`config.mk`:
```
export PLATFORM = sky130hd
export DESIGN_NAME = qspi_dev_top
export DESIGN_NICKNAME = d
export VERILOG_FILES = /design/src/qspi_pkg.sv /design/src/qspi_cmd_mem.sv /design/src/qspi_dev_top.sv /design/src/qspi_sync.sv /design/src/qspi_xcvr.sv
export SDC_FILE = /design/constraint.sdc
export NUM_CORES = 1
export LEC_CHECK = 0
export BUFFER_PORTS_ARGS = -buffer_cell sky130_fd_sc_hd__buf_4
export CAP_MARGIN = 20
export CORE_MARGIN = 2
export CORE_UTILIZATION = 45
export CTS_BUF_LIST = sky130_fd_sc_hd__clkbuf_8
export CTS_CLUSTER_DIAMETER = 80
export CTS_CLUSTER_SIZE = 24
export DETAILED_ROUTE_END_ITERATION = 10
export PLACE_DENSITY_LB_ADDON = 0.08
export SKIP_LAST_GASP = 1
export SYNTH_ARGS = -nofsm -noshare
export SYNTH_HDL_FRONTEND = slang
export SYNTH_SLANG_ARGS = --single-unit
```
`constraint.sdc`:
```
create_clock -name clk -period 1.9 [get_ports clk]
set_input_delay 0.38 -clock clk [delete_from_list [all_inputs] [get_ports clk]]
set_output_delay 0.38 -clock clk [all_outputs]
set_load 0.01 [all_outputs]
```
`src/qspi_pkg.sv`:
```
package qspi_pkg;

	//////////////////////////////
	// link and memory geometry

	localparam int INSN_BITS   = 8;    // single instruction byte, sent as two nibbles
	localparam int MEM_DEPTH   = 16;   // scratch bytes
	localparam int MEM_AW      = 4;    // log2 of MEM_DEPTH
	localparam int SYNC_STAGES = 3;    // flops per synchronized line

	// instruction set served by the command stage
	localparam logic [INSN_BITS-1:0] OP_WRITE  = 8'h32;
	localparam logic [INSN_BITS-1:0] OP_READ   = 8'h6B;
	localparam logic [INSN_BITS-1:0] OP_STATUS = 8'h05;

	//////////////////////////////
	// stage payloads

	// sync stage -> transceiver, one per clk
	typedef struct packed {
		logic       start;      // cs# fell
		logic       stop;       // cs# rose
		logic       sck_rise;   // synchronized sck rising edge
		logic       cs_active;  // synchronized cs#, inverted
		logic [3:0] dq;         // synchronized dq lines
	} qspi_sample_t;

	typedef struct packed {
		logic       valid;
		logic [7:0] data;
	} qspi_wr_t;

	typedef struct packed {
		logic                 valid;
		logic [INSN_BITS-1:0] data;
	} qspi_insn_t;

endpackage

```
`src/qspi_cmd_mem.sv`:
```
`timescale 1ns/1ps

module qspi_cmd_mem import qspi_pkg::*; (
	input  logic       clk,
	input  logic       rst_n,
	input  logic       start,      // cs# fell, rewind the address
	input  qspi_insn_t insn,
	input  qspi_wr_t   wr,
	output logic       rd_mode,
	input  logic       rd_ready,
	output logic       rd_valid,
	output logic [7:0] rd_data
);

	logic [7:0]           mem [MEM_DEPTH];
	logic [MEM_AW-1:0]    addr;       // wraps at MEM_DEPTH
	logic [INSN_BITS-1:0] op_q;       // opcode of the current transaction
	logic [INSN_BITS-1:0] op_now;
	logic [7:0]           wr_count;   // whole bytes taken by the last write

	//////////////////////////////
	// decode

	// rd_ready comes with insn.valid, so the opcode is not latched yet there
	always_comb begin
		op_now  = insn.valid ? insn.data : op_q;
		rd_mode = (insn.data == OP_READ) || (insn.data == OP_STATUS);
	end

	//////////////////////////////
	// memory, address and count

	always_ff @(posedge clk or negedge rst_n) begin
		if (!rst_n) begin
			op_q     <= '0;
			addr     <= '0;
			wr_count <= '0;
			rd_valid <= 1'b0;
			rd_data  <= '0;
			for (int i = 0; i < MEM_DEPTH; i++)
				mem[i] <= '0;   // reads after reset give zeros
		end else begin
			rd_valid <= rd_ready;   // every request answered next clk

			if (insn.valid)
				op_q <= insn.data;
			if (insn.valid && (insn.data == OP_WRITE))
				wr_count <= '0;   // new write, count from zero

			// unknown opcodes also send bytes, they are dropped here
			if (wr.valid && (op_q == OP_WRITE)) begin
				mem[addr] <= wr.data;
				addr      <= addr + MEM_AW'(1);
				wr_count  <= wr_count + 8'd1;
			end

			if (rd_ready) begin
				case (op_now)
					OP_READ: begin
						rd_data <= mem[addr];
						addr    <= addr + MEM_AW'(1);
					end
					OP_STATUS: rd_data <= wr_count;   // same value every byte
					default:   rd_data <= 8'hFF;
				endcase
			end

			if (start)
				addr <= '0;
		end
	end

endmodule

```
`src/qspi_dev_top.sv`:
```
`timescale 1ns/1ps

module qspi_dev_top import qspi_pkg::*; (
	input  logic       clk,
	input  logic       rst_n,
	input  logic       sck,
	input  logic       cs_n,
	input  logic [3:0] dq_in,
	output logic [3:0] dq_out,
	output logic       dq_oe      // pad buffer lives outside
);

	qspi_sample_t smp;
	qspi_insn_t   insn;
	qspi_wr_t     wr;

	// read handshake between transceiver and memory
	logic       rd_mode;
	logic       rd_ready;
	logic       rd_valid;
	logic [7:0] rd_data;

	//////////////////////////////
	// stage 1, sync and edges

	qspi_sync i_qspi_sync (
		.clk   (clk),
		.rst_n (rst_n),
		.sck   (sck),
		.cs_n  (cs_n),
		.dq_in (dq_in),
		.smp   (smp)
	);

	//////////////////////////////
	// stage 2, transceiver

	qspi_xcvr i_qspi_xcvr (
		.clk      (clk),
		.rst_n    (rst_n),
		.smp      (smp),
		.insn     (insn),
		.wr       (wr),
		.rd_mode  (rd_mode),
		.rd_ready (rd_ready),
		.rd_valid (rd_valid),
		.rd_data  (rd_data),
		.dq_out   (dq_out),
		.dq_oe    (dq_oe)
	);

	//////////////////////////////
	// stage 3, commands and scratch memory

	qspi_cmd_mem i_qspi_cmd_mem (
		.clk      (clk),
		.rst_n    (rst_n),
		.start    (smp.start),
		.insn     (insn),
		.wr       (wr),
		.rd_mode  (rd_mode),
		.rd_ready (rd_ready),
		.rd_valid (rd_valid),
		.rd_data  (rd_data)
	);

endmodule

```
`src/qspi_sync.sv`:
```
`timescale 1ns/1ps

module qspi_sync import qspi_pkg::*; (
	input  logic         clk,
	input  logic         rst_n,
	input  logic         sck,
	input  logic         cs_n,
	input  logic [3:0]   dq_in,
	output qspi_sample_t smp
);

	//////////////////////////////
	// synchronizer chains

	// bit 0 is the first flop, top bit is the synchronized value
	logic [SYNC_STAGES-1:0]      sck_sr;
	logic [SYNC_STAGES-1:0]      cs_n_sr;
	logic [SYNC_STAGES-1:0][3:0] dq_sr;

	always_ff @(posedge clk or negedge rst_n) begin
		if (!rst_n) begin
			sck_sr  <= '0;
			cs_n_sr <= '1;   // deselected level, no false start out of reset
			dq_sr   <= '0;
		end else begin
			sck_sr  <= {sck_sr[SYNC_STAGES-2:0], sck};
			cs_n_sr <= {cs_n_sr[SYNC_STAGES-2:0], cs_n};
			dq_sr   <= {dq_sr[SYNC_STAGES-2:0], dq_in};
		end
	end

	logic       sck_sync;
	logic       cs_n_sync;
	logic [3:0] dq_sync;

	assign sck_sync  = sck_sr[SYNC_STAGES-1];
	assign cs_n_sync = cs_n_sr[SYNC_STAGES-1];
	assign dq_sync   = dq_sr[SYNC_STAGES-1];

	//////////////////////////////
	// edge detection

	logic sck_ff;    // one clk behind sck_sync
	logic cs_n_ff;
	logic start_q;   // registered cs# edges
	logic stop_q;

	always_ff @(posedge clk or negedge rst_n) begin
		if (!rst_n) begin
			sck_ff  <= 1'b0;
			cs_n_ff <= 1'b1;
			start_q <= 1'b0;
			stop_q  <= 1'b0;
		end else begin
			sck_ff  <= sck_sync;
			cs_n_ff <= cs_n_sync;
			start_q <= !cs_n_sync && cs_n_ff;   // falling cs#
			stop_q  <= cs_n_sync && !cs_n_ff;   // rising cs#
		end
	end

	// sck edge is combinational so the transceiver sees it with the data it goes with
	always_comb begin
		smp.start     = start_q;
		smp.stop      = stop_q;
		smp.sck_rise  = sck_sync && !sck_ff;
		smp.cs_active = !cs_n_sync;
		smp.dq        = dq_sync;
	end

endmodule

```
`src/qspi_xcvr.sv`:
```
`timescale 1ns/1ps

module qspi_xcvr import qspi_pkg::*; (
	input  logic         clk,
	input  logic         rst_n,
	input  qspi_sample_t smp,
	output qspi_insn_t   insn,
	output qspi_wr_t     wr,
	input  logic         rd_mode,    // from cmd stage, valid alongside insn.valid
	output logic         rd_ready,   // request next read byte
	input  logic         rd_valid,
	input  logic [7:0]   rd_data,
	output logic [3:0]   dq_out,
	output logic         dq_oe
);

	//////////////////////////////
	// state encoding

	typedef enum logic [2:0] {
		ST_DESEL = 3'd0,
		ST_INSN  = 3'd1,
		ST_TURN  = 3'd2,
		ST_WR_HI = 3'd3,
		ST_WR_LO = 3'd4,
		ST_RD_HI = 3'd5,
		ST_RD_LO = 3'd6
	} state_t;

	state_t     state;
	logic [3:0] insn_count;     // instruction nibbles taken so far
	logic [3:0] dq_in_ff;       // last sampled nibble, high half of a write byte
	logic [7:0] rd_data_next;   // held copy of the last read byte
	logic [7:0] rd_data_fwd;

	//////////////////////////////
	// read data forwarding

	// answer lands one clk after rd_ready, use it straight away if it is there
	always_comb begin
		rd_data_fwd = rd_data_next;
		if (rd_valid)
			rd_data_fwd = rd_data;
	end

	// first byte asked for with the instruction, the rest as each low nibble leaves
	always_comb begin
		rd_ready = 1'b0;
		if (insn.valid)
			rd_ready = 1'b1;
		if ((state == ST_RD_LO) && smp.sck_rise)
			rd_ready = 1'b1;
	end

	//////////////////////////////
	// main fsm

	always_ff @(posedge clk or negedge rst_n) begin
		if (!rst_n) begin
			state        <= ST_DESEL;
			insn_count   <= '0;
			insn         <= '0;
			wr           <= '0;
			dq_in_ff     <= '0;
			rd_data_next <= '0;
			dq_out       <= '0;
			dq_oe        <= 1'b0;
		end else begin
			insn.valid   <= 1'b0;   // strobes, one cycle only
			wr.valid     <= 1'b0;
			rd_data_next <= rd_data_fwd;

			// everything moves on the synchronized sck rising edge
			if (smp.sck_rise) begin
				dq_in_ff <= smp.dq;

				case (state)
					ST_DESEL: begin
						// idle until cs# falls
					end

					// instruction, msb nibble first
					ST_INSN: begin
						insn.data  <= {insn.data[INSN_BITS-5:0], smp.dq};
						insn_count <= insn_count + 4'd1;
						if ((insn_count + 4'd1) == 4'(INSN_BITS / 4)) begin
							insn.valid <= 1'b1;
							state      <= ST_TURN;
						end
					end

					// one dummy edge; a read starts driving here
					ST_TURN: begin
						if (rd_mode) begin
							dq_oe  <= 1'b1;
							dq_out <= rd_data_fwd[7:4];   // high nibble on the turnaround
							state  <= ST_RD_LO;
						end else begin
							state <= ST_WR_HI;
						end
					end

					ST_WR_HI: begin
						state <= ST_WR_LO;   // high nibble parked in dq_in_ff
					end

					ST_WR_LO: begin
						wr.valid <= 1'b1;
						wr.data  <= {dq_in_ff, smp.dq};
						state    <= ST_WR_HI;
					end

					ST_RD_HI: begin
						dq_out <= rd_data_fwd[7:4];
						state  <= ST_RD_LO;
					end

					// low nibble out, next byte requested on this same edge
					ST_RD_LO: begin
						dq_out <= rd_data_fwd[3:0];
						state  <= ST_RD_HI;
					end

					default: begin
						state <= ST_DESEL;
					end
				endcase
			end

			if (smp.stop)
				dq_out <= 4'h0;   // park the bus value between transfers

			// deselect wins over anything above, release the bus at once
			if (!smp.cs_active) begin
				state <= ST_DESEL;
				dq_oe <= 1'b0;
			end

			if (smp.start) begin
				state      <= ST_INSN;
				insn_count <= '0;
				insn.data  <= '0;
			end
		end
	end

endmodule
```
After elaboration in Yosys (flattened, before gate mapping)
Index checks and enable logic that the tools add are counted.
{ "op_classes": {"n_addsub": 3, "magnitude_cmp": 2, "eq_ne": 16, "n_mux": 40, "n_bitwise": 1, "n_reduce_logical": 26} }
{ "ops": {"columns": ["operator", "count"], "rows": [
  ["$bwmux W128", 1],
  ["$mux W8", 8],
  ["$mux W4", 10],
  ["$mux W9", 4],
  ["$bmux W8 S4", 1],
  ["$demux W8 S4", 1],
  ["$pmux W3 S7", 1],
  ["$eq A8 B3 Y1 const B", 2],
  ["$eq A8 B6 Y1 const B", 2],
  ["$eq A8 B7 Y1 const B", 2],
  ["$pmux W8 S2", 1],
  ["$mux W3", 5],
  ["$reduce_bool A2 Y1", 7],
  ["$pmux W4 S3", 1],
  ["$eq A3 B3 Y1 const B", 3],
  ["$reduce_and A3 Y1", 3],
  ["$add A4 B1 Y4 const B", 2],
  ["$add A8 B1 Y8 const B", 1],
  ["$logic_and A1 B1 Y1", 7],
  ["$mux W1", 7],
  ["$eq A3 B2 Y1 const B", 2],
  ["$ge A5 B5 Y1 const B", 1],
  ["$lt A5 B1 Y1 const B", 1],
  ["$not A4 Y5", 1],
  ["11 further kinds", 14]
]} }
{ "word_totals": {"regBits": 221, "in_bits": 8, "out_inout_bits": 5, "word_cells": 128} }

Longest topological paths before layout
Gate-level depths: netlist of run 1.
{ "logic_depth": {"word_depth": 7, "mapped_depth": 8, "mapped_depth_nobuf": 6} }

Hierarchy
From an unflattened synthesis of run 1, not the netlist that was laid out.
{ "unflattened": {"cells_unflattened": 720, "area_unflattened_um2": 9962.1} }
{ "modules_own_cells": {"columns": ["module", "instances", "cells_each", "area_per_inst_um2", "seq_area_each_um2"], "rows": [
  ["qspi_cmd_mem", 1, 527, 7443.4, 3928.8],
  ["qspi_xcvr", 1, 161, 1893.1, 1051.0],
  ["qspi_sync", 1, 32, 625.6, 555.5]
]} }

Worst setup path before layout of run 1
No wires, ideal clock.
{ "synth_path": {"kind": "flip-flop to flip-flop", "from": "register i_qspi_cmd_mem.addr[1]", "to": "register i_qspi_cmd_mem.mem[16] in the netlist's numbering", "setup_time_ns": 0.125, "arrival_time_ns": 1.916, "t_required_ns": 1.775, "path_slack_ns": -0.141, "stages_incl_launch_ff": 9, "n_path_buf": 4, "synth_period_minus_slack_ns": 2.041, "cell_sequence": "dfrtp_1 > buf_2 > buf_2 > buf_2 > inv_1 > ha_1 > and3_1 > buf_2 > mux2_2"} }
{ "synth_between": {"elab_chain_len": 6} }
{ "synth_lines": {"columns": ["item", "line", "text"], "rows": [
  ["from (decl)", "qspi_cmd_mem.sv:16", "logic [MEM_AW-1:0] addr;"],
  ["from (signal assigned)", "qspi_cmd_mem.sv:53", "addr <= addr + MEM_AW'(1);"],
  ["from (signal assigned)", "qspi_cmd_mem.sv:61", "addr <= addr + MEM_AW'(1);"],
  ["$not A4 Y5 (implied by the code) *", "qspi_cmd_mem.sv:52", "mem[addr] <= wr.data;"],
  ["$ge A5 B5 Y1 (implied by the code) or $lt A5 B1 Y1 (tied branches)", "qspi_cmd_mem.sv:52", null],
  ["$logic_and A1 B1 Y1 (implied by the code)", "qspi_cmd_mem.sv:52", null],
  ["$mux W8 (implied by the code)", "qspi_cmd_mem.sv:52", null],
  ["$demux W8 S4 *", "qspi_cmd_mem.sv:52", null],
  ["$bwmux W128 *", "qspi_cmd_mem.sv:52", null],
  ["to (signal, indexed assignment)", "qspi_cmd_mem.sv:52", null],
  ["to (decl)", "qspi_cmd_mem.sv:15", "logic [7:0] mem [MEM_DEPTH];"]
]} }
Every way passes the cells marked *; elsewhere a longest branch is shown, timed or not.
A chain may end at the register's enable or synchronous reset.

Worst setup path in the final report of run 1
{ "layout_path": {"from": "register i_qspi_cmd_mem.op_q[2]", "to": "register i_qspi_cmd_mem.mem[116] in the netlist's numbering"} }
{ "layout_between": {"elab_chain_len": 2} }
{ "layout_lines": {"columns": ["item", "line", "text"], "rows": [
  ["from (decl)", "qspi_cmd_mem.sv:17", "logic [INSN_BITS-1:0] op_q;"],
  ["from (signal assigned)", "qspi_cmd_mem.sv:46", "op_q <= insn.data;"],
  ["$eq A8 B6 Y1", "qspi_cmd_mem.sv:51", "if (wr.valid && (op_q == OP_WRITE)) begin"],
  ["$logic_and A1 B1 Y1", "qspi_cmd_mem.sv:51", null]
]} }
No other way between the ends.

==> results.md, run 1 <==
* Critical Path End Type: register
* Ys async rst share at 1.00
* Cells after Synth at 693
* Routed Antenna Nets at 0
* CTS root buffer: clkbuf_8
* Layout overhead on the synthesized area at 14.9%
* Post-route cell area at 11400 µm²
* Status: complete, no violations
* Sequential area share after synthesis at 0.559
* Clock network fraction of total power at 0.299
* Most frequent cells in the layout: dfrtp_1 (213), mux2_2 (139), buf_4 (57), nand2_1 (43), mux4_2 (32)
* Worst-path maximum fanout at 15
* Register share of total power at 0.597
* Critical path arrival at 2.29 ns
* Vias/cell at 5.70
* Net Sw Frac at 0.263
* Minimum clock period at 1.88 ns
* Layout cells sized above 1 at 0.436
* Int Pwr at 6510 µW
* Initial Util at 0.457
* F_max at 0.531 GHz
* Post-synth EDFFs at 0
* Combinational power share at 0.104
* Iter 0 DRT Violations at 369
* Setup CP Type: reg2reg
* Final setup violation count at 0
* VDD IR max at 0.000521 V
* Leading cell type in the layout, fill and taps excluded: dfrtp_1
* Hold WC Path Type: in2async
* First-pass GRT wire length at 37.0 mm
* Pre-Repair DR Iteration Count at 4
* Main synth FF type: dfrtp_1
* Ports at 13
* Vias in the first global route at 6220
* Gr ovfl total at 0
* Die X at 152 µm
* Count of different cell masters after synthesis at 61
* Clk buf depth at 3
* Layout Utilization at 0.525
* Rows at 54
* Initial antenna violation count at 0
* Fin crit share at 0.991
* Syn Nets at 708
* CP startpoint kind: register
* Worst endpoint required time at 2.31 ns
* Design Power at 8830 µW
* Slew Viols, Final at 0
* Nets@finish at 769
* Yosys warnings at 0
* Synthesized area per cell at 14.3 µm²
* DP HPWL at 16.1 mm
* Setup Skew at 0.0222 ns
* Die area at 23200 µm²
* Switching pwr at 2320 µW
* H-tree depth at 1
* WL final at 23.1 mm
* Tightest slew margin relative to the limit at 0.531
* Combined area of all synthesized cells at 9910 µm²
* CTS buffer count at 14
* Final cell count without fillers at 1042
* Pwr/cell area at 776 nW/µm²
* Worst Tran Pin Value at 0.704 ns
* Core footprint at 21700 µm²
* Clock sink count at 221
* Setup tns final at 0 ns
* Buffers added on ports at 12
* Post-synthesis register bit count at 221
* Clk pin slew, worst setup/hold paths at 0.14 ns
* Worst skew pair latency at 0.52 ns
* Max Cap Viol at 0
* Largest net degree at the start of global routing at 73
* Placed inst area at 10800 µm²
* DRC Markers at 0
* RSZ-0062 raised after global routing: true
* Leak at 0.00535 µW
* Vias at 5941
* Endpoints failing hold at 0
* Antenna Cells at 0
* Reg2reg setup slack at 0.02 ns
* GRT Overall Usage at 0.204
* CTS tree: yes
* Die height at 152 µm
* Drt wl/cell at 22.2 µm
* RD Place Congestion at 0.819
* DP Cell Count at 1000
[power by group through the flow]
stage | registers, µW | clock network (µW) | logic, µW
floorplan | 5190 | 0 | 460
global placement | 5350 | 0 | 843
detailed placement | 5350 | 0 | 857
CTS | 5260 | 2740 | 881
global route | 5300 | 2910 | 1010
finish | 5270 | 2640 | 915
[cell families after synthesis]
group / synth area share
buffers and inverters: 0.0243
AO/OA/AOI/OAI: 0.0585
AND/OR/NAND/NOR: 0.0951
multiplexers: 0.251
adder cells (fa/ha/maj): 0.00884
flip-flops: 0.559
XOR/XNOR: 0.00354
[metal layers]
layer  track usage  up-vias  wire length, µm
met5             0        -                0
met4        0.0409        0              367
met3        0.0347       20              981
met2         0.314       87            10700
met1         0.309     3163            11000
li1              -     2671                -
[path summary, 6_finish.rpt]
kind / start / end / cells past startpoint
max reg2reg: i_qspi_cmd_mem.op_q[2] / i_qspi_cmd_mem.mem[116] / 7
min: rst_n / i_qspi_cmd_mem.mem[27] / 2
max: i_qspi_cmd_mem.op_q[2] / i_qspi_cmd_mem.mem[116] / 7
max in group asynchronous: rst_n / i_qspi_sync.cs_n_ff / 3
min in group clk: i_qspi_sync.cs_n_sr[1] / i_qspi_sync.cs_n_sr[2] / 0
min reg2reg: i_qspi_sync.cs_n_sr[1] / i_qspi_sync.cs_n_sr[2] / 0
[synth_stat cells (all sizes together) (3+ instances only)]
master | instances | area [µm²]
dfrtp | 217 | 5430
mux2 | 147 | 1690
nand2 | 43 | 161
mux4 | 32 | 721
nand3 | 29 | 260
a21oi | 22 | 110
buf | 22 | 154
nor2 | 21 | 78.8
clkbuf | 17 | 63.8
o21ai | 11 | 55.1
a22o | 9 | 78.8
o22ai | 9 | 56.3
a221oi | 8 | 76.3
mux2i | 8 | 80.1
nor2b | 8 | 50.1
ha | 7 | 87.6
nor3 | 7 | 35.0
and3 | 6 | 37.5
inv | 6 | 22.5
a31oi | 5 | 31.3
nand3b | 5 | 50.1
a21o | 4 | 30.0
and2 | 4 | 25.0
dfstp | 4 | 105
nor3b | 4 | 35.0
nand4 | 3 | 18.8
o31ai | 3 | 22.5
[final cells by class]
type,instances,area [µm²]
fillers,1798,10300
clock inverters,8,104
well taps,280,350
flip-flops and latches,221,5540
clock buffers,16,220
multi-input cells,427,4270
inverters,6,22.5
repair buffers,84,872
[flip-flops by register name (all words and copies together) (netlist names), 3 cells and up]
register / flops
i_qspi_xcvr.insn: 9
i_qspi_xcvr.dq_in_ff: 4
i_qspi_xcvr.insn_count: 4
i_qspi_xcvr.rd_data_next: 8
i_qspi_sync.dq_sr: 8
i_qspi_cmd_mem.op_q: 8
i_qspi_sync.sck_sr: 3
i_qspi_cmd_mem.mem: 128
i_qspi_xcvr.dq_out: 4
i_qspi_cmd_mem.wr_count: 8
i_qspi_sync.dq_sync: 4
i_qspi_cmd_mem.rd_data: 8
i_qspi_cmd_mem.addr: 4
i_qspi_xcvr.wr: 9
i_qspi_sync.cs_n_sr: 3
i_qspi_xcvr.state: 3
[repair_timing]
item | 4_1_cts | 5_1_grt
hold buffers | 7 | 0
endpoints found under the hold margin | 160 | 0
cloned | 0 | 1
pin swaps | 2 | 10
setup buffers | 3 | 7
setup endpoints to repair | 20 | 53
resized for setup | 6 | 19
[per-stage QoR]
| stage | worst slack, ns | hold WS, ns |
|---|---|---|
| 2_1_floorplan | -0.000494 | 0.0844 |
| 3_3_place_gp | -0.178 | 0.225 |
| 3_5_place_dp | -0.171 | 0.223 |
| 4_1_cts | -0.00400 | 0.243 |
| 5_1_grt | -0.0672 | 0.248 |
| 6_report | 0.0178 | 0.257 |
[critical path, cell delays in order (launching register included)]
cell and delay (ns):
dfrtp_1 0.42, nand3b_4 0.19, nor4_4 0.27, buf_12 0.20, buf_4 0.15, nand3_2 0.10
buf_12 0.16, mux2_2 0.26
Power figures use the tool's default switching activity.
==> inputs of run 2 (changes only) <==
--- a/config.mk
+++ b/config.mk
@@ -14,6 +14,7 @@
 export CTS_CLUSTER_SIZE = 24
 export DETAILED_ROUTE_END_ITERATION = 10
 export PLACE_DENSITY_LB_ADDON = 0.08
+export REMOVE_ABC_BUFFERS = 1
 export SKIP_LAST_GASP = 1
 export SYNTH_ARGS = -nofsm -noshare
 export SYNTH_HDL_FRONTEND = slang
==> run 2 against run 1 <==
Against the previous run:
- non-clock buffer count up 5
- hold slack better by 0.049 ns
- utilization is 0.51 points lower
- combinational power is 16% lower
- sequential share of layout area increased by 0.47 points
- critical path depth is 2 lower
- first-iteration DRC count fell by 19%
- design area fell by 0.98%
- flip-flop and latch count stayed put
- largest cell class unchanged
- largest power group unchanged
- highest routed layer unchanged
==> results.md, run 2 (synthesis results as in run 1) <==
* CTS buffer count at 14
* Ports at 13
* Worst-path maximum fanout at 12
* GRT Overall Usage at 0.194
* DP Cell Count at 1009
* Endpoints failing hold at 0
* Gr ovfl total at 0
* Critical path arrival at 2.29 ns
* WL final at 21.9 mm
* CP max-delay cell: mux4_2
* Tightest slew margin relative to the limit at 0.499
* Status: complete, no violations
* Worst endpoint required time at 2.30 ns
* Clock sink count at 221
* Layout cells sized above 1 at 0.424
* First-pass GRT wire length at 35.5 mm
* Routed Antenna Nets at 0
* DP HPWL at 15.0 mm
* CP startpoint kind: register
* RSZ-0062 raised after global routing: true
* CTS root buffer: clkbuf_8
* Critical path origin: i_qspi_cmd_mem.addr[0]
* Design Power at 8300 µW
* Setup Skew at 0.0226 ns
* Worst r2r dst: i_qspi_cmd_mem.rd_data[7]
* CTS tree: yes
* Worst skew pair latency at 0.52 ns
* Critical Path End Type: register
* Worst Tran Pin Value at 0.752 ns
* Fin crit share at 0.992
* Crit-path cells: buf_12 > mux4_2 > a22o_1 > a221oi_2 > a21oi_1
* Hold WC Path Type: in2async
* Setup CP Type: reg2reg
* Nets@finish at 774
* Leak at 0.00533 µW
* Max Cap Viol at 0
* Die area at 23200 µm²
* Drt wl/cell at 21.0 µm
* Initial Util at 0.457
* Vias at 5858
* Leading cell type in the layout, fill and taps excluded: dfrtp_1
* Antenna Cells at 0
* Vias/cell at 5.60
* Worst Reg-to-Reg Cells at 5
* VDD IR max at 0.000524 V
* Clk pin slew, worst setup/hold paths at 0.14 ns
* Most frequent cells in the layout: dfrtp_1 (214), mux2_2 (139), buf_4 (62), nand2_1 (43), mux4_2 (32)
* Final cell count without fillers at 1047
* Top reg by flops: i_qspi_cmd_mem.mem
* CP peak stage delay at 0.51 ns
* Iter 0 DRT Violations at 299
* Setup Slack @ Placement at -0.133 ns
* Buffers added on ports at 12
* Die height at 152 µm
* Pre-Repair DR Iteration Count at 4
* Layout overhead on the synthesized area at 13.7%
* Pwr/cell area at 736 nW/µm²
* DRC Markers at 0
* RD Place Congestion at 0.802
* Clk buf depth at 3
* Max reg flops at 128
* Reg2reg setup slack at 0.01 ns
* Core footprint at 21700 µm²
* Slew Viols, Final at 0
* Final Worst Setup Slack at 0.0148 ns
* F_max at 0.530 GHz
* Biggest regs: i_qspi_cmd_mem.mem x128, i_qspi_xcvr.insn x9, i_qspi_xcvr.wr x9
* H-tree depth at 1
* WHS at 0.306 ns
* Largest net degree at the start of global routing at 71
* Die X at 152 µm
* Minimum clock period at 1.89 ns
* Worst r2r src: i_qspi_cmd_mem.addr[0]
* Setup tns final at 0 ns
* Final setup violation count at 0
* Rows at 54
* Initial antenna violation count at 0
* Vias in the first global route at 6116
-- run 2: timing repair --
| action | in CTS | in global routing |
|---|---|---|
| hold endpoints to repair | 39 | 0 |
| endpoints found under the setup margin | 37 | 76 |
| hold buffers | 7 | 0 |
| setup buffers | 0 | 7 |
| gates resized for setup | 13 | 11 |
| pin swaps | 3 | 4 |
-- run 2: metal layers --
metal | vias to the layer above | GRT usage | wire (µm)
met2 | 67 | 0.309 | 10300
met4 | 0 | 0.0347 | 235
met3 | 19 | 0.0267 | 758
met5 | - | 0 | 0
li1 | 2699 | - | -
met1 | 3073 | 0.289 | 10600
-- run 2: final cells by class --
cell class | count | area (µm²)
fillers | 1814 | 10400
flip-flops and latches | 221 | 5540
multi-input cells | 427 | 4210
repair buffers | 89 | 873
well taps | 280 | 350
clock buffers | 15 | 206
clock inverters | 9 | 67.6
inverters | 6 | 22.5
-- run 2: critical path, delay by kind of cell, from the launching register on --
kind	cells	cell delay, ns
muxes	1	0.51
AOI/OAI and AO/OA	3	0.66
buffers and inverters	1	0.17
DFF	1	0.43
-- run 2: how the worst max path moves through the flow --
stage	to	slack, ns
final	i_qspi_cmd_mem.rd_data[7]	0.01
after global routing	i_qspi_cmd_mem.mem[120]	-0.09
after CTS	i_qspi_cmd_mem.rd_data[7]	-0.005
after detailed placement	i_qspi_cmd_mem.rd_data[4]	-0.13
after global placement	i_qspi_cmd_mem.rd_data[4]	-0.16
after floorplan	i_qspi_cmd_mem.mem[10]	-0.89
-- run 2: per-stage QoR --
stage | cell area (µm²) | util
CTS | 11200 | 0.515
global placement | 10800 | 0.496
global route | 11300 | 0.519
finish | 11300 | 0.519
detailed placement | 10800 | 0.496
floorplan | 9690 | -
-- run 2: report_power, final --
group / internal (µW) / leakage [µW] / switching (µW)
combinational: 386 / 0.00220 / 380
clock: 792 / 0.000147 / 1550
sequential: 4970 / 0.00298 / 214
total: 6150 / 0.00533 / 2140
==> inputs of run 3 (changes only) <==
--- a/config.mk
+++ b/config.mk
@@ -15,6 +15,7 @@
 export DETAILED_ROUTE_END_ITERATION = 10
 export PLACE_DENSITY_LB_ADDON = 0.08
 export REMOVE_ABC_BUFFERS = 1
+export SETUP_SLACK_MARGIN = 0.2
 export SKIP_LAST_GASP = 1
 export SYNTH_ARGS = -nofsm -noshare
 export SYNTH_HDL_FRONTEND = slang
==> run 3 against run 2 <==
Against the previous run:
- the run now ends with setup timing left
- first-iteration DRC count grew 5.7%
- count of clock-buffer cells in the layout is the same
- wire length grew 3.8%
- die area is the same
- sequential share of layout area shrank 2.3 points
- clock power is essentially flat
- worst setup slack lost 0.078 ns
- hold slack gained 0.0021 ns
- critical path depth is the same
- global-route usage grew 0.48 points
- maximum frequency shrank 4.0%
- critical endpoint is now i_qspi_cmd_mem.rd_data[4]
==> results.md, run 3 (synthesis results as in run 1) <==
* Status: complete, but fails checks
* Failing checks: setup timing
* Final setup violation count at 7
* WL final at 22.8 mm
* Initial Util at 0.457
* Leak at 0.00554 µW
* CTS tree: yes
* Worst endpoint required time at 2.32 ns
* Leading cell type in the layout, fill and taps excluded: dfrtp_1
* Setup Slack @ Placement at -0.133 ns
* Slew Viols, Final at 0
* Buffers added on ports at 12
* Critical Path End Type: register
* VDD IR max at 0.000526 V
* Worst Tran Pin Value at 0.771 ns
* Layout Utilization at 0.545
* Most frequent cells in the layout: dfrtp_1 (214), mux2_2 (116), buf_4 (65), nand2_1 (42), mux4_2 (32)
* Minimum clock period at 1.96 ns
* Combinational power share at 0.102
* DP Cell Count at 1009
* Register share of total power at 0.618
* Hold WC Path Type: in2async
* CP startpoint kind: register
* DRC Markers at 0
* CTS buffer count at 14
* Number of fill cells at 1761
* Worst-path maximum fanout at 6
* Die X at 152 µm
* Vias at 5985
* Drt wl/cell at 21.4 µm
* Net Sw Frac at 0.261
* Core footprint at 21700 µm²
* Clk pin slew, worst setup/hold paths at 0.15 ns
* Iter 0 DRT Violations at 316
* Die area at 23200 µm²
* GRT Overall Usage at 0.199
* Clock network fraction of total power at 0.280
* Ports at 13
* RSZ-0062 raised after global routing: true
* Fin crit share at 1.03
* Top reg by flops: i_qspi_cmd_mem.mem
* Max Cap Viol at 0
* Setup CP Type: reg2reg
* Placed inst area at 10800 µm²
* Nets@finish at 791
* Initial antenna violation count at 1
* Max reg flops at 128
* CTS root buffer: clkbuf_8
* First-pass GRT wire length at 36.4 mm
* Pwr/cell area at 710 nW/µm²
* Setup tns final at -0.174 ns
* Biggest regs: i_qspi_cmd_mem.mem x128, i_qspi_xcvr.insn x9, i_qspi_xcvr.wr x9
* Die height at 152 µm
* Tightest slew margin relative to the limit at 0.486
* DP HPWL at 15.0 mm
* Post-route cell area at 11800 µm²
* Rows at 54
* Gr ovfl total at 0
* Int Pwr at 6210 µW
* Layout overhead on the synthesized area at 19.3%
* Largest net degree at the start of global routing at 71
* Clk buf depth at 3
* Layout cells sized above 1 at 0.471
* Critical path arrival at 2.38 ns
* Final Worst Setup Slack at -0.0634 ns
* H-tree depth at 1
* Pre-Repair DR Iteration Count at 5
* Vias/cell at 5.62
* Switching pwr at 2190 µW
* RD Place Congestion at 0.802
* Worst skew pair latency at 0.52 ns
* Clock sink count at 221
* Setup Skew at 0.0246 ns
* Routed Antenna Nets at 0
* F_max at 0.509 GHz
* Endpoints failing hold at 0
* Vias in the first global route at 6280
* Final cell count without fillers at 1065
run 3: changes by cell type in the layout (fill, tap and decap cells not counted), moves of 5 or more:
cell / change
mux2_2: -23
mux2_4: +23
buf_6: +7
o21ai_0: -6
a21oi_1: -5
a21oi_2: +5
run 3: stage by stage:
| stage | hold slack, ns | total power (µW) |
|---|---|---|
| 4_1_cts | 0.292 | 8480 |
| 6_report | 0.308 | 8390 |
| 5_1_grt | 0.315 | 8800 |
| 3_3_place_gp | 0.280 | 6010 |
| 2_1_floorplan | 0.0844 | 5640 |
| 3_5_place_dp | 0.284 | 6040 |
run 3: metal layers:
layer | routed length [µm] | GRT usage | vias to the layer above
li1 | - | - | 2740
met1 | 11000 | 0.295 | 3152
met2 | 10800 | 0.313 | 70
met3 | 738 | 0.0301 | 23
met4 | 285 | 0.0401 | 0
met5 | 0 | 0 | -
run 3: power by group through the flow:
stage / Sequential, µW / Clock (µW) / Combinational, µW
finish: 5190 / 2350 / 855
global route: 5220 / 2640 / 942
CTS: 5190 / 2460 / 829
detailed placement: 5290 / 0 / 755
global placement: 5270 / 0 / 745
floorplan: 5210 / 0 / 428
run 3: layout make-up:
cell class              instances  area (µm²)  share of cell area
diodes                          1        2.50            0.000212
clock buffers                  15         206              0.0175
clock inverters                 9        67.6             0.00572
inverters                       6        22.5             0.00191
multi-input cells             427        4500               0.381
flip-flops and latches        221        5540               0.469
well taps                     280         350              0.0297
repair buffers                106        1120              0.0952
run 3: critical path, stage by stage (launching register included):
cell and delay (ns):
dfrtp_2 0.52, buf_12 0.17, mux4_2 0.49, a22o_1 0.30, a221oi_2 0.27, a21oi_1 0.11
run 3: final timing paths:
kind                                   startpoint                        end  slack [ns]  cells after the start
hold reg to reg              i_qspi_sync.dq_sr[7]     i_qspi_sync.dq_sync[3]        0.36                      0
hold / removal                              rst_n     i_qspi_cmd_mem.mem[22]        0.31                      2
min in group clk             i_qspi_sync.dq_sr[7]     i_qspi_sync.dq_sync[3]        0.36                      0
setup reg to reg           i_qspi_cmd_mem.addr[0]  i_qspi_cmd_mem.rd_data[4]       -0.06                      5
setup / recovery           i_qspi_cmd_mem.addr[0]  i_qspi_cmd_mem.rd_data[4]       -0.06                      5
max in group asynchronous                   rst_n     i_qspi_sync.cs_n_sr[0]        0.86                      3
run 3: what timing repair did:
action,CTS,global route
hold buffers,7,0
gates resized for setup,62,47
hold endpoints to repair,39,0
buffers inserted,15,6
cloned,0,3
endpoints found under the setup margin,160,164
pin swaps,25,15
